`config.mk`:
```
export PLATFORM = sky130hd
export DESIGN_NAME = cmd_fill_row
export DESIGN_NICKNAME = d
export VERILOG_FILES = /design/src/source/fb_pkg.sv /design/src/source/cmd_fill_row.sv
export SDC_FILE = /design/constraint.sdc
export NUM_CORES = 1
export LEC_CHECK = 0
export BUFFER_PORTS_ARGS = -buffer_cell sky130_fd_sc_hd__buf_2
export CORE_UTILIZATION = 53
export DETAILED_ROUTE_END_ITERATION = 6
export MAX_ROUTING_LAYER = met4
export PLACE_DENSITY = 0.88
export SKIP_LAST_GASP = 1
export SLEW_MARGIN = 20
export SYNTH_ARGS = -nofsm -noshare
export SYNTH_HDL_FRONTEND = slang
export SYNTH_SLANG_ARGS = --single-unit
```
`constraint.sdc`:
```
create_clock -name clk -period 2.47 [get_ports clk]
set_input_delay 0.1235 -clock clk [delete_from_list [all_inputs] [get_ports clk]]
set_output_delay 0.1235 -clock clk [all_outputs]
set_load 0.02 [all_outputs]
```
`src/source/fb_pkg.sv`:
```
// Frame buffer command package
`default_nettype none

package fb_pkg;

    ////////////////////////////////////////////////////////////////////////////
    // Geometry
    ////////////////////////////////////////////////////////////////////////////
    localparam int NUM_ROWS        = 16;
    localparam int NUM_COLS        = 320;
    localparam int BYTES_PER_PIXEL = 2;
    localparam int COL_BYTES       = 2;  // Column bytes on the input stream

    localparam int FB_DEPTH = NUM_ROWS * NUM_COLS * BYTES_PER_PIXEL;

    typedef logic [3:0] row_addr_t;
    typedef logic [8:0] col_addr_t;
    typedef logic [0:0] pix_byte_t;  // Byte index within a pixel
    typedef logic [$clog2(FB_DEPTH)-1:0] fb_index_t;

    typedef struct packed {
        row_addr_t row;
        col_addr_t col;
        pix_byte_t pix;
    } fb_addr_t;

    ////////////////////////////////////////////////////////////////////////////
    // Opcodes and requests
    ////////////////////////////////////////////////////////////////////////////
    typedef enum logic [7:0] {
        OP_WRITE_PIXEL = 8'h01,
        OP_FILL_ROW    = 8'h02
    } opcode_t;

    localparam logic [7:0] OP_WRITE_PIXEL_CODE = OP_WRITE_PIXEL;
    localparam logic [7:0] OP_FILL_ROW_CODE    = OP_FILL_ROW;

    // One byte write toward the frame buffer
    typedef struct packed {
        logic       valid;
        fb_addr_t   addr;
        logic [7:0] data;
    } fb_wr_req_t;

endpackage

`default_nettype wire

```
`src/source/cmd_fill_row.sv`:
```
// Fill row command handler
`timescale 1ns/1ps
`default_nettype none

module cmd_fill_row (
    input  logic                   clk,
    input  logic                   reset,
    input  logic [7:0]             byte_in,
    input  logic                   enable,
    input  logic                   grant,
    output fb_pkg::fb_wr_req_t     wr_req,
    output logic                   fr_busy,
    output logic                   done
);

    typedef enum logic [1:0] {
        ST_ROW_CAPTURE,
        ST_COLOR_CAPTURE,
        ST_FILL,
        ST_DONE
    } fr_state_t;

    localparam fb_pkg::pix_byte_t TOP_BYTE =
        fb_pkg::pix_byte_t'(fb_pkg::BYTES_PER_PIXEL - 1);
    localparam fb_pkg::col_addr_t LAST_COL =
        fb_pkg::col_addr_t'(fb_pkg::NUM_COLS - 1);

    fr_state_t                             state;
    fb_pkg::row_addr_t                     row;
    logic [fb_pkg::BYTES_PER_PIXEL*8-1:0]  color;
    fb_pkg::pix_byte_t                     color_idx;
    fb_pkg::col_addr_t                     col_cnt;
    fb_pkg::pix_byte_t                     pix_cnt;

    ////////////////////////////////////////////////////////////////////////////
    // Capture and fill FSM
    ////////////////////////////////////////////////////////////////////////////
    always_ff @(posedge clk) begin
        if (reset) begin
            state     <= ST_ROW_CAPTURE;
            color_idx <= '0;
            col_cnt   <= '0;
            pix_cnt   <= '0;
        end else begin
            case (state)
                ST_ROW_CAPTURE: begin
                    if (enable) begin
                        row       <= fb_pkg::row_addr_t'(byte_in);
                        color_idx <= TOP_BYTE;
                        state     <= ST_COLOR_CAPTURE;
                    end
                end
                ST_COLOR_CAPTURE: begin
                    if (enable) begin
                        color[color_idx*8 +: 8] <= byte_in;  // First byte is highest
                        if (color_idx == '0) begin
                            col_cnt <= '0;
                            pix_cnt <= TOP_BYTE;
                            state   <= ST_FILL;
                        end else begin
                            color_idx <= color_idx - 1'b1;
                        end
                    end
                end
                ST_FILL: begin
                    // Step only when the arbiter takes the write
                    if (grant) begin
                        if (pix_cnt == '0) begin
                            pix_cnt <= TOP_BYTE;
                            if (col_cnt == LAST_COL) begin
                                state <= ST_DONE;
                            end else begin
                                col_cnt <= col_cnt + 1'b1;
                            end
                        end else begin
                            pix_cnt <= pix_cnt - 1'b1;
                        end
                    end
                end
                ST_DONE: begin
                    state <= ST_ROW_CAPTURE;
                end
                default: state <= ST_ROW_CAPTURE;
            endcase
        end
    end

    // Request held from counters until granted
    assign wr_req.valid    = (state == ST_FILL);
    assign wr_req.addr.row = row;
    assign wr_req.addr.col = col_cnt;
    assign wr_req.addr.pix = pix_cnt;
    assign wr_req.data     = color[pix_cnt*8 +: 8];

    assign fr_busy = (state == ST_FILL) || (state == ST_DONE);
    assign done    = (state == ST_DONE);

    ////////////////////////////////////////////////////////////////////////////
    // Checks
    ////////////////////////////////////////////////////////////////////////////
    // Waiting request stays put until the arbiter takes it
    a_req_held: assert property (
        @(posedge clk) disable iff (reset)
        wr_req.valid && !grant |=> wr_req.valid && $stable(wr_req.addr)
    );

endmodule

`default_nettype wire

```
; ---- Word level (Yosys, flattened, before mapping)
; Index checks and enable logic that the tools add are counted.
[totals]
ff_bits = 33
latch_bits = 0
ram_bits = 0
mem_bits_ro = 0
input_bits = 12
output_inout_bits = 25
word_cells = 58
n_memories = 0
[classes]
add_sub_neg = 4
multipliers = 0
div_mod_pow = 0
n_lt_le_gt_ge = 0
n_eq_ne = 11
shift = 3
n_mux = 23
bitwise_logic = 1
reduce_logical = 10
[ops]
columns = op, n
row1 = 9-bit two-way mux, 5
row2 = 4-bit negation with 34-bit output, 1
row3 = 8-bit by 34-bit variable shift with 16-bit output (first input constant), 1
row4 = 8-bit by 34-bit indexed part select with 16-bit output, 1
row5 = 9-bit case mux with 2 select lines, 1
row6 = 16-bit bitwise mux, 1
row7 = 16-bit by 5-bit indexed part select with 8-bit output, 1
row8 = 2-bit two-way mux, 6
row9 = 2-bit inequality test (second input constant), 6
row10 = 6-bit AND reduction, 2
row11 = 9-bit by 1-bit adder with 9-bit output (second input constant), 1
row12 = 9-bit == test (second input constant), 1
row13 = 3-bit AND reduction, 3
row14 = 2-bit case mux with 4 select lines, 1
row15 = 1-bit two-way mux, 7
row16 = 2-bit == test (second input constant), 2
row17 = 1-bit case mux with 2 select lines, 2
row18 = 4-bit AND reduction, 1
row19 = 2-bit nonzero test, 2
row20 = 2-bit by 1-bit == test with 1-bit output (second input constant), 1
row21 = 2-bit logical NOT, 1
row22 = 2-bit by 1-bit inequality test with 1-bit output (second input constant), 1
row23 = 1-bit subtractor (second input constant), 2
row24 = 1-bit logical OR, 1
row25 = 1-bit inverter, 1

; ---- Longest topological paths before layout
; Gate-level depths: netlist of run 1.
[depth]
word_depth = 5
ltp_mapped = 7

; ---- Least setup slack after synthesis of run 1
; Ideal clock, no wire load.
[synth_path]
path_type = reg2reg
start = register color_idx (netlist name)
end = register color[10] (netlist name) (enable)
arrival_time_ps = 1541
required_time_ps = 2085
setup_slack_ps = 543
stages_incl_launch_ff = 4
path_buffers = 2
path_cell_list = dfxtp_1 -> clkbuf_1 -> clkbuf_1 -> nor3b_1
[synth_lines]
columns = element, line_no
row1 = "to (signal, indexed assignment)", cmd_fill_row.sv:55  ; color[color_idx*8 +: 8] <= byte_in;
row2 = to (decl), cmd_fill_row.sv:30  ; logic [fb_pkg::BYTES_PER_PIXEL*8-1:0] color;

; ---- Worst setup path after layout of run 1
[layout_path]
start = register state[0]
end = register col_cnt[0]
[layout_between]
elab_chain_len = 3
elab_cells_between_ends = 10
cone_classes = 7 x eq/ne / 1 x mux / 2 x reduce/logical
[layout_lines]
columns = element, line_no
row1 = from (decl), cmd_fill_row.sv:28  ; fr_state_t state;
row2 = from (signal assigned), cmd_fill_row.sv:40  ; state <= ST_ROW_CAPTURE;
row3 = from (signal assigned), cmd_fill_row.sv:50  ; state <= ST_COLOR_CAPTURE;
row4 = from (signal assigned), cmd_fill_row.sv:59  ; state <= ST_FILL;
row5 = 2-bit == test or 2-bit by 1-bit == test with 1-bit output (tied branches), cmd_fill_row.sv:45  ; case (state)
row6 = 2-bit inequality test (no source line) or 2-bit nonzero test (tied branches), -
row7 = 6-bit AND reduction (no source line), -
row8 = to (signal assigned), cmd_fill_row.sv:73  ; col_cnt <= col_cnt + 1'b1;
row9 = to (decl), cmd_fill_row.sv:32  ; fb_pkg::col_addr_t col_cnt;
; Several ways; a longest one is shown, not always the timed one.
; A chain may end at the register's enable or synchronous reset.

==> metrics.md, run 1 <==
| Metric | Value |
|---|---|
| Fraction of met2 tracks used by global routing | `0.4253` |
| Met3 GRT Util | `0.07912` |
| Fraction of layout cells with a size suffix above 1 | `0.2944` |
| Data arrival, critical path | `2.35 ns` |
| Worst-case headroom to the max-slew limit | `0.5737` |
| Count of port buffers added during placement | `36` |
| Hold Vio Cnt, Final | `0` |
| Final-layout fill cell count | `256` |
| Time the final worst path needs with I/O delays and setup | `2.068 ns` |
| Worst setup path class | `flip-flop to flip-flop` |
| Yosys warning total | `0` |
| Maximum clock insertion buffer count | `2` |
| GR peak layer | `met2` |
| Via Count | `1380` |
| Cell with the most instances after synthesis | `sky130_fd_sc_hd__edfxtp_1` |
| Setup total negative slack | `0 ns` |
| Avg Vias per Cell | `5.726` |
| Number of global-route vias before repair | `1383` |
| Clock-pin slew on the worst setup and hold paths | `0.10 ns` |
| Max-slew violation count | `0` |
| Path category of the worst min-delay check | `input pin to flip-flop` |
| Portion of the clock cycle consumed by the worst path in the final layout | `0.8372` |
| Number of nets with antenna violations after routing | `0` |
| Result of the run | `finished clean` |
| Worst Tran Pin Value | `0.6386 ns` |
| Clock sink total | `33` |
| Global-route track usage on met1 | `0.2400` |
| Prevailing post-synth register cell | `sky130_fd_sc_hd__edfxtp_1` |
| Peak supply drop | `0.0006773 V` |
| Total power per unit cell area | `854.1 nW/um^2` |
| Remaining design rule violation count | `0` |
| Number of CTS-inserted buffers | `5` |
| Largest cells by area after synthesis | `sky130_fd_sc_hd__edfxtp_1, sky130_fd_sc_hd__dfxtp_1, sky130_fd_sc_hd__mux2_2, sky130_fd_sc_hd__ha_1, sky130_fd_sc_hd__and2_1` |
| Initial drt markers | `64` |
| Layout Area Growth over Synthesis | `17.32%` |
| Number of iterations in the first detailed-routing pass | `4` |
| Per-instance average area after synthesis | `11.11 um^2` |
| Wire length after detailed routing | `3720 um` |
| Gate count after technology mapping | `154` |
| Placer congestion estimate | `0.9794` |
| EDFF count, synth | `20` |
| Clock insertion delay at the later pin of the skew report | `0.33 ns` |
| Cell Area, Synth | `1712 um^2` |
| Count of placed standard cells including taps | `229` |
| Endpoint required time on the critical path | `2.76 ns` |
| Overall die width | `58.83 um` |
| Clock Skew | `0.008427 ns` |
| Net count, final | `214` |
| Number of setup violations in the final report | `0` |
| DR WL/cell | `15.44 um` |
| Total routing resource utilization after global routing | `0.2450` |
| Total I/O pin count | `37` |
| Vert. Die Dim | `58.83 um` |
| Area occupied by multi-input gates | `783.3 um^2` |
| Portion of synthesized cell area occupied by the leading cell type | `0.3509` |
| Launching element type of the critical path | `flip-flop` |
| Number of gates resized after CTS | `0` |
| Number of standard cells in the layout, taps in and fillers out | `241` |
| Number of storage elements in the synthesis netlist | `33` |
| Total non-filler cell area in the finished layout | `2008 um^2` |
| Clock root buffer | `sky130_fd_sc_hd__clkbuf_4` |
| First-pass GRT wire length | `5906 um` |
| Area leader, netlist | `sky130_fd_sc_hd__edfxtp_1` |
| Total die area | `3461 um^2` |
| Post-CTS setup buffer count | `0` |
| Half-perimeter wire length after placement | `2731 um` |
| Worst setup timing slack at the placement stage | `0.4478 ns` |
| Ys async rst share | `0` |
| Effective utilization at floorplan | `0.5607` |
| Setup repair after global routing missed its margin | `false` |
| Ant. Diodes | `0` |
| Post-synth cell types | `39` |
| Kind of end point of the critical path | `flip-flop` |
| Global-route congestion overflow total | `0` |
| Ranking of synthesized cells by instance count | `sky130_fd_sc_hd__edfxtp_1, sky130_fd_sc_hd__dfxtp_1, sky130_fd_sc_hd__nand2_1, sky130_fd_sc_hd__and2_1, sky130_fd_sc_hd__mux2_2` |
| Area of the placeable core | `3053 um^2` |
| Site row count | `20` |
| Leakage power | `0.8575 nW` |
| Number of antenna violations at the first check in global routing | `0` |
| CTS HTree Levels | `2` |
| FF/Latch Area | `860.8 um^2` |
| Crit Path Max Fanout | `11` |
| Sequential cell area fraction in the yosys report | `0.5029` |
| Synthesized netlist net count | `172` |
| Count of maximum capacitance violations | `0` |
| CTS tree | `done` |
| Post-DP Area | `1917 um^2` |
| Maximum number of pins on one net before global-route repair | `23` |
| Worst path setup slack after routing | `0.4022 ns` |
| F_max | `483.6 MHz` |
==> flip-flops by register name, summed over array words and instances (netlist names) <==
signal	cells
pix_cnt	1
state	2
color	16
row	4
col_cnt	9
color_idx	1
==> path summary, 6_finish.rpt <==
| check | startpoint | endpoint | slack (ns) | cells past startpoint |
|---|---|---|---|---|
| setup / recovery | state[0]$_SDFFE_PP0P_ | col_cnt[0]$_SDFFE_PP0P_ | 0.40 | 6 |
| hold reg to reg | state[1]$_SDFFE_PP0P_ | state[1]$_SDFFE_PP0P_ | 0.53 | 2 |
| hold / removal | enable | color_idx$_SDFFE_PP0P_ | 0.08 | 2 |
| setup reg to reg | state[0]$_SDFFE_PP0P_ | col_cnt[0]$_SDFFE_PP0P_ | 0.40 | 6 |
==> cell type report <==
type	count	area share
multi-input combinational	108	0.3900
sequential	33	0.4287
clock buffer	6	0.02056
clock inverter	2	0.004984
timing repair buffer	42	0.1171
tap	44	0.02741
inverter	6	0.01121
==> power breakdown <==
part | switching (W) | total [W] | internal (W)
clock | 0.000178 | 0.000287 | 0.000108
sequential | 0.0000876 | 0.000741 | 0.000654
combinational | 0.000410 | 0.000687 | 0.000277
total | 0.000676 | 0.00172 | 0.00104
==> cell families after synthesis <==
group / share of synthesized area
and+or+nand+nor: 0.2134
muxes: 0.08260
AOI/OAI and AO/OA: 0.1177
buffers and inverters: 0.03947
adders and majority gates: 0.04386
DFF: 0.5029
==> cells in the final DEF, fill, tap and decap left out, types with 3 or more instances in the layout <==
cell type and count:
sky130_fd_sc_hd__a211oi_1 3, sky130_fd_sc_hd__edfxtp_1 20, sky130_fd_sc_hd__mux2_2 9, sky130_fd_sc_hd__dfxtp_1 13, sky130_fd_sc_hd__nor2b_1 8, sky130_fd_sc_hd__nand4_1 4
sky130_fd_sc_hd__and2_1 9, sky130_fd_sc_hd__inv_1 6, sky130_fd_sc_hd__o21ai_0 3, sky130_fd_sc_hd__o211a_1 3, sky130_fd_sc_hd__dlygate4sd3_1 4, sky130_fd_sc_hd__clkbuf_4 5
sky130_fd_sc_hd__a21o_1 3, sky130_fd_sc_hd__nand3_1 4, sky130_fd_sc_hd__nor3_1 3, sky130_fd_sc_hd__nand2_1 11, sky130_fd_sc_hd__ha_1 6, sky130_fd_sc_hd__or3_1 4
sky130_fd_sc_hd__mux2i_1 4, sky130_fd_sc_hd__a21oi_1 6, sky130_fd_sc_hd__nor2_1 6, sky130_fd_sc_hd__buf_2 36
==> what timing repair did <==
action / 4_1_cts / 5_1_grt
endpoints found under the setup margin: 0 / 0
endpoints found under the hold margin: 4 / 0
hold buffers: 4 / 0
==> per-stage QoR <==
stage               power [W]  hold slack, ns  utilization
global route         0.001805         0.06678       0.6578
detailed placement   0.001426          0.3229       0.6279
finish               0.001715         0.07693       0.6578
floorplan            0.001265          0.2180            -
global placement     0.001374          0.3201       0.6279
CTS                  0.001714         0.04750       0.6578
==> layer usage <==
metal | vias up | wire length (um) | part of all wire
met1 | 639 | 1406 | 0.38
met5 | - | 0 | 0
met4 | 0 | 105 | 0.028
li1 | 658 | - | -
met2 | 68 | 1935 | 0.52
met3 | 15 | 272 | 0.073
==> worst max-delay path, stage by stage (launching register included) <==
cell,delay [ns]
sky130_fd_sc_hd__dfxtp_1,0.35
sky130_fd_sc_hd__inv_1,0.11
sky130_fd_sc_hd__ha_1,0.38
sky130_fd_sc_hd__inv_1,0.20
sky130_fd_sc_hd__or4_4,0.57
sky130_fd_sc_hd__a31oi_4,0.22
sky130_fd_sc_hd__mux2_2,0.19
No activity file was read; power rests on OpenSTA's default activity.
==> run 2: changes to the inputs <==
==> constraint.sdc (replaced) <==
create_clock -name clk -period 2 [get_ports clk]
set_input_delay 0.1 -clock clk [delete_from_list [all_inputs] [get_ports clk]]
set_output_delay 0.1 -clock clk [all_outputs]
set_load 0.02 [all_outputs]
==> run 2 against run 1 <==
Routed wire length rose by 1.2%. Non-clock buffer count up 8. Highest routed layer unchanged. Hold slack got worse by 0.027 ns. Fmax up 7.9%. Setup slack got worse by 0.32 ns. Via count increased by 1.4%. Clock skew up 0.0052 ns. Sequential power rose by 15%. Sequential share of layout area is 1.9 points lower. Global-route usage decreased by 0.11 points. Sequential cell count is the same. Total power up 34%.
==> metrics.md, run 2 (same netlist as run 1, synthesis figures left out) <==
| Metric | Value |
|---|---|
| Result of the run | `finished clean` |
| Remaining design rule violation count | `0` |
| Clock sink total | `33` |
| Crit Path Max Fanout | `7` |
| Number of nets with antenna violations after routing | `0` |
| Maximum number of pins on one net before global-route repair | `16` |
| Clock-pin slew on the worst setup and hold paths | `0.11 ns` |
| Internal power summed over all cells | `0.001462 W` |
| Effective utilization at floorplan | `0.5607` |
| Worst Tran Pin Value | `0.3704 ns` |
| Total I/O pin count | `37` |
| Layout Area Growth over Synthesis | `22.66%` |
| Worst R2R Setup Slack | `0.08 ns` |
| Flip-flop count of the largest register after layout | `16` |
| Total power per unit cell area | `1092 nW/um^2` |
| Number of iterations in the first detailed-routing pass | `4` |
| CTS HTree Levels | `2` |
| Switch share | `0.3626` |
| Worst setup path class | `flip-flop to flip-flop` |
| Startpoint of the worst setup timing path | `state[0]$_SDFFE_PP0P_` |
| Number of setup violations in the final report | `0` |
| Combinational fraction of design power | `0.418` |
| Time the final worst path needs with I/O delays and setup | `1.916 ns` |
| Count of port buffers added during placement | `36` |
| Wire length after detailed routing | `3766 um` |
| Setup repair after global routing missed its margin | `false` |
| Clock insertion delay at the later pin of the skew report | `0.33 ns` |
| Portion of the clock cycle consumed by the worst path in the final layout | `0.9578` |
| Most frequent standard cell in the layout excluding fill and tap cells | `sky130_fd_sc_hd__buf_2` |
| Initial drt markers | `74` |
| Ant. Diodes | `0` |
| Half-perimeter wire length after placement | `2714 um` |
| Via Count | `1399` |
| Hold Crit Start | `enable` |
| Clock root buffer | `sky130_fd_sc_hd__clkbuf_4` |
| Area of the placeable core | `3053 um^2` |
| Total routing resource utilization after global routing | `0.2440` |
| Clock Skew | `0.01367 ns` |
| Launching element type of the critical path | `flip-flop` |
| Vert. Die Dim | `58.83 um` |
| Placer congestion estimate | `0.8888` |
| Largest reg by FF count | `color` |
| Leakage power | `0.9062 nW` |
| Clock Power Share | `0.209` |
| Kind of end point of the critical path | `flip-flop` |
| Peak supply drop | `0.0007672 V` |
| Site row count | `20` |
| Maximum clock insertion buffer count | `2` |
| Setup total negative slack | `0 ns` |
| Number of antenna violations at the first check in global routing | `0` |
| FF-to-FF Start | `state[0]$_SDFFE_PP0P_` |
| Number of global-route vias before repair | `1318` |
| DR WL/cell | `15.12 um` |
| Count of placed standard cells including taps | `237` |
| Global-route congestion overflow total | `0` |
| CTS tree | `done` |
| Hold Vio Cnt, Final | `0` |
| First-pass GRT wire length | `5913 um` |
| Fraction of layout cells with a size suffix above 1 | `0.3268` |
| Endpoint required time on the critical path | `2.22 ns` |
| Power share of the sequential group | `0.373` |
| Overall die width | `58.83 um` |
| F_max | `522.0 MHz` |
| Net count, final | `222` |
| Post-CTS setup buffer count | `0` |
| Count of maximum capacitance violations | `0` |
| Data arrival, critical path | `2.14 ns` |
| Number of CTS-inserted buffers | `5` |
| Sw power | `0.0008314 W` |
| Total die area | `3461 um^2` |
| Avg Vias per Cell | `5.618` |
| Path category of the worst min-delay check | `input pin to flip-flop` |
| Worst-case headroom to the max-slew limit | `0.7467` |
| Number of standard cells in the layout, taps in and fillers out | `249` |
| Leading cell types in the layout, fill and taps excluded | `sky130_fd_sc_hd__buf_2, sky130_fd_sc_hd__edfxtp_1, sky130_fd_sc_hd__dfxtp_1, sky130_fd_sc_hd__nand2_1, sky130_fd_sc_hd__buf_4` |
| Largest registers ranked by flip-flop count | `color: 16 flops, col_cnt: 9 flops, row: 4 flops` |
| Max-slew violation count | `0` |
## run 2: cell type report
type	count	area [um^2]
clock inverter	2	33.78
timing repair buffer	50	295.3
tap	44	55.05
fill	253	953.4
sequential	33	860.8
clock buffer	6	41.29
multi-input combinational	108	790.8
inverter	6	22.52
## run 2: path summary, 6_finish.rpt
kind                                   to  depth (start not counted)
setup / recovery  col_cnt[2]$_SDFFE_PP0P_                          7
setup reg to reg  col_cnt[2]$_SDFFE_PP0P_                          7
hold / removal     color_idx$_SDFFE_PP0P_                          2
hold reg to reg     state[1]$_SDFFE_PP0P_                          2
## run 2: per-stage QoR
step	util	total power [W]	cell area (um^2)	hold slack, ns	setup slack [ns]
6_report	0.6877	0.002293	2100	0.04948	0.08434
5_1_grt	0.6877	0.002408	2100	0.05235	0.01313
4_1_cts	0.6852	0.002283	2092	0.02673	0.1268
3_5_place_dp	0.6475	0.001801	1977	0.3024	0.1528
3_3_place_gp	0.6475	0.001753	1977	0.2965	0.2674
2_1_floorplan	-	0.001562	1712	0.1945	0.07339
## run 2: layer usage
metal  vias up  part of all wire  track usage
li1        671                 -            -
met1       664              0.39       0.2738
met2        56              0.53       0.4107
met3         8             0.067      0.06374
met4         0             0.015       0.1020
met5         -                 0            -
## run 2: timing repair
| item | in CTS | in global routing |
|---|---|---|
| setup endpoints to repair | 0 | 3 |
| endpoints found under the hold margin | 4 | 0 |
| gates resized for setup | 0 | 2 |
| hold buffers | 4 | 0 |
## run 2: power by group through the flow
stage / clock network [W] / logic [W] / registers [W]
final: 0.000479 / 0.000959 / 0.000854
after global routing: 0.000512 / 0.00103 / 0.000863
after CTS: 0.000486 / 0.000945 / 0.000853
after detailed placement: 0 / 0.000933 / 0.000868
after global placement: 0 / 0.000891 / 0.000862
after floorplan: 0 / 0.000688 / 0.000873
## run 2: worst max-delay path, cell delays in order, from the launching register on
cell	delay (ns)
sky130_fd_sc_hd__dfxtp_1	0.35
sky130_fd_sc_hd__inv_1	0.12
sky130_fd_sc_hd__ha_1	0.30
sky130_fd_sc_hd__buf_4	0.19
sky130_fd_sc_hd__nor2_1	0.09
sky130_fd_sc_hd__a21o_1	0.21
sky130_fd_sc_hd__o41ai_1	0.42
sky130_fd_sc_hd__a21oi_1	0.14
==> run 3: changes to the inputs <==
--- a/config.mk
+++ b/config.mk
@@ -5,11 +5,12 @@
 export SDC_FILE = /design/constraint.sdc
 export NUM_CORES = 1
 export LEC_CHECK = 0
+export ABC_AREA = 1
 export BUFFER_PORTS_ARGS = -buffer_cell sky130_fd_sc_hd__buf_2
-export CORE_UTILIZATION = 53
+export CORE_UTILIZATION = 54
 export DETAILED_ROUTE_END_ITERATION = 6
 export MAX_ROUTING_LAYER = met4
-export PLACE_DENSITY = 0.88
+export PLACE_DENSITY = 0.89
 export SKIP_LAST_GASP = 1
 export SLEW_MARGIN = 20
 export SYNTH_ARGS = -nofsm -noshare
==> run 3 against run 2 <==
Global-route usage is 1.1 points lower. Routed wire length is 7.7% lower. Setup slack better by 0.18 ns. Critical path type is now flip-flop to primary output. Non-clock buffer count is 7 lower. Combinational power is 23% lower. Utilization is 0.54 points higher. Total power is 2.4% lower. Sequential power is 4.0% higher. Register-to-register slack better by 0.24 ns. Fmax is 11% higher.
==> metrics.md, run 3 <==
| Metric | Value |
|---|---|
| DR WL/cell | `11.47 um` |
| Number of setup violations in the final report | `0` |
| Worst setup path class | `flip-flop to primary output` |
| Fraction of the core area covered by cells at the end of the flow | `0.6931` |
| Worst-case headroom to the max-slew limit | `0.6847` |
| Kind of end point of the critical path | `primary output` |
| Half-perimeter wire length after placement | `2569 um` |
| Ys async rst share | `0` |
| Remaining design rule violation count | `0` |
| Slowest cell on the critical path | `sky130_fd_sc_hd__dfxtp_1` |
| Cell with the most instances after synthesis | `sky130_fd_sc_hd__nand2_1` |
| Cell Area, Synth | `1772 um^2` |
| Portion of the clock cycle consumed by the worst path in the final layout | `0.8667` |
| FF-to-FF Start | `state[0]$_SDFFE_PP0P_` |
| CTS tree | `done` |
| Setup total negative slack | `0 ns` |
| Worst R2R Setup Slack | `0.32 ns` |
| Crit Path Max Fanout | `10` |
| Maximum clock insertion buffer count | `2` |
| Largest reg by FF count | `color` |
| Site row count | `20` |
| Gate count after technology mapping | `214` |
| Leading cell types in the layout, fill and taps excluded | `sky130_fd_sc_hd__nand2_1, sky130_fd_sc_hd__inv_1, sky130_fd_sc_hd__buf_2, sky130_fd_sc_hd__nor2_1, sky130_fd_sc_hd__edfxtp_1` |
| Number of CTS-inserted buffers | `5` |
| Placer congestion estimate | `0.8945` |
| CP peak stage delay | `0.39 ns` |
| Number of nets with antenna violations after routing | `0` |
| CP Cell Sequence | `inv_1, ha_1, or2_2, buf_2` |
| Effective utilization at floorplan | `0.5756` |
| Sequential cell area fraction in the yosys report | `0.4859` |
| Worst-case hold path end point | `color[14]$_DFFE_PP_` |
| Number of antenna violations at the first check in global routing | `0` |
| Total routing resource utilization after global routing | `0.2325` |
| Clock root buffer | `sky130_fd_sc_hd__clkbuf_4` |
| Clock-pin slew on the worst setup and hold paths | `0.10 ns` |
| FF/Latch Area | `860.8 um^2` |
| Number of iterations in the first detailed-routing pass | `4` |
| First-pass GRT wire length | `5664 um` |
| Hold Crit Start | `byte_in[6]` |
| Portion of synthesized cell area occupied by the leading cell type | `0.3390` |
| Max-slew violation count | `0` |
| Worst R2R Path Depth | `9` |
| Fraction of layout cells with a size suffix above 1 | `0.2548` |
| Data arrival, critical path | `1.63 ns` |
| Clock sink total | `33` |
| Count of port buffers added during placement | `36` |
| Wire length after detailed routing | `3476 um` |
| Time the final worst path needs with I/O delays and setup | `1.733 ns` |
| Count of maximum capacitance violations | `0` |
| Worst hold-check slack | `0.04377 ns` |
| Worst Tran Pin Value | `0.4723 ns` |
| Hold Vio Cnt, Final | `0` |
| Area occupied by multi-input gates | `721.9 um^2` |
| Flip-flop count of the largest register after layout | `16` |
| Path category of the worst min-delay check | `input pin to flip-flop` |
| Largest registers ranked by flip-flop count | `color: 16 flops, col_cnt: 9 flops, row: 4 flops` |
| Ant. Diodes | `0` |
| Prevailing post-synth register cell | `sky130_fd_sc_hd__edfxtp_1` |
| Area of the placeable core | `3078 um^2` |
| Number of gates resized after CTS | `0` |
| Global-route congestion overflow total | `0` |
| Avg Vias per Cell | `4.842` |
| Synthesized netlist net count | `232` |
| Total I/O pin count | `37` |
| Clock insertion delay at the later pin of the skew report | `0.32 ns` |
| Number of storage elements in the synthesis netlist | `33` |
| Net count, final | `276` |
| Result of the run | `finished clean` |
| Setup repair after global routing missed its margin | `false` |
| Vert. Die Dim | `59.28 um` |
| Total power per unit cell area | `1049 nW/um^2` |
| Per-instance average area after synthesis | `8.279 um^2` |
| Yosys warning total | `0` |
| CTS HTree Levels | `2` |
| Most frequent standard cell in the layout excluding fill and tap cells | `sky130_fd_sc_hd__nand2_1` |
| EDFF count, synth | `20` |
| Final-layout fill cell count | `252` |
| Ranking of synthesized cells by instance count | `sky130_fd_sc_hd__nand2_1, sky130_fd_sc_hd__inv_1, sky130_fd_sc_hd__nor2_1, sky130_fd_sc_hd__edfxtp_1, sky130_fd_sc_hd__dfxtp_1` |
| Initial drt markers | `65` |
| Overall die width | `59.28 um` |
| Hold Path Depth | `3` |
| Total die area | `3514 um^2` |
| Post-synth cell types | `27` |
| Clock Skew | `0.003607 ns` |
| Layout Area Growth over Synthesis | `20.41%` |
| Post-CTS setup buffer count | `0` |
| Area leader, netlist | `sky130_fd_sc_hd__edfxtp_1` |
| Maximum number of pins on one net before global-route repair | `13` |
| Peak supply drop | `0.0007519 V` |
| Endpoint of the lowest-slack register-to-register path | `col_cnt[2]$_SDFFE_PP0P_` |
| Leakage power | `1.019 nW` |
| Buffer and inverter count on the worst path | `2` |
| Endpoint required time on the critical path | `1.90 ns` |
| Largest cells by area after synthesis | `sky130_fd_sc_hd__edfxtp_1, sky130_fd_sc_hd__dfxtp_1, sky130_fd_sc_hd__nand2_1, sky130_fd_sc_hd__inv_1, sky130_fd_sc_hd__nor2_1` |
| Number of global-route vias before repair | `1305` |
| Family of cells with the greatest summed delay on the critical path | `flip-flops` |
| F_max | `576.9 MHz` |
| Launching element type of the critical path | `flip-flop` |
| Via Count | `1467` |
| Number of buffers inserted for hold repair after clock tree synthesis | `4` |
## run 3: cell count changes in the layout (fill, tap and decap cells not counted), sizes merged, moves of 4 or more
cell / before / now
and2: 9 / 0
or3: 4 / 0
buf: 46 / 39
nor2: 6 / 32
nand3: 4 / 9
nand2: 11 / 54
nor2b: 8 / 0
mux2i: 4 / 0
inv: 6 / 39
## run 3: power breakdown
group          total (W)  internal (W)  leakage [nW]  switching [W]
clock network   0.000610      0.000387        0.0552       0.000223
logic           0.000740      0.000269         0.675       0.000471
registers       0.000888      0.000807         0.289      0.0000809
total            0.00224       0.00146          1.02       0.000775
## run 3: worst max path at each step
stage / end / from / cells after the start / slack (ns)
after floorplan: color[0]$_DFFE_PP_ / state[1]$_SDFFE_PP0P_ / 4 / 0.29
after global placement: col_cnt[2]$_SDFFE_PP0P_ / state[0]$_SDFFE_PP0P_ / 9 / 0.42
after detailed placement: col_cnt[2]$_SDFFE_PP0P_ / state[0]$_SDFFE_PP0P_ / 9 / 0.34
after CTS: fr_busy / state[0]$_SDFFE_PP0P_ / 4 / 0.24
after global routing: col_cnt[2]$_SDFFE_PP0P_ / state[0]$_SDFFE_PP0P_ / 9 / 0.05
final: fr_busy / state[0]$_SDFFE_PP0P_ / 4 / 0.27
## run 3: worst reg2reg max path: stages (launching register included)
cell and delay [ns]:
sky130_fd_sc_hd__dfxtp_1 0.35, sky130_fd_sc_hd__inv_1 0.11, sky130_fd_sc_hd__ha_1 0.38, sky130_fd_sc_hd__nor2_1 0.09, sky130_fd_sc_hd__inv_1 0.09, sky130_fd_sc_hd__nand3_2 0.11, sky130_fd_sc_hd__nor2_4 0.17, sky130_fd_sc_hd__nand2_4 0.11
sky130_fd_sc_hd__o21ai_1 0.13, sky130_fd_sc_hd__nor2_1 0.05
## run 3: layout make-up
cell class,count,area share
Sequential cell,33,0.4035
Multi-Input combinational cell,135,0.3384
Timing Repair Buffer,43,0.1138
Inverter,40,0.07038
Clock inverter,3,0.03050
Tap cell,44,0.02581
Clock buffer,5,0.01760
## run 3: kinds of logic (layout without fill, tap and decap cells)
family                     after synthesis  in the layout  share of synthesized area
and+or+nand+nor                        105            105                     0.2677
buffers and inverters                   46             91                     0.1066
DFF                                     33             33                     0.4859
AOI/OAI and AO/OA                       16             16                    0.04660
muxes                                    8              8                    0.05085
adders and majority gates                6              6                    0.04237
## run 3: per-stage QoR
step                instances  power [W]  instance area [um^2]  setup slack (ns)
finish                    303   0.002238                  2133            0.2666
global route              303   0.002387                  2133           0.05442
CTS                       303   0.002247                  2133            0.2395
detailed placement        291   0.001633                  1991            0.3359
global placement          291   0.001609                  1991            0.4152
floorplan                 214   0.001465                  1772            0.2867
## run 3: routing by layer
| metal | GRT usage | vias up | share of wire |
|---|---|---|---|
| met3 | 0.05459 | 6 | 0.061 |
| met2 | 0.3820 | 52 | 0.48 |
| li1 | - | 759 | - |
| met1 | 0.2687 | 650 | 0.44 |
| met4 | 0.1054 | 0 | 0.019 |
| met5 | - | - | 0 |
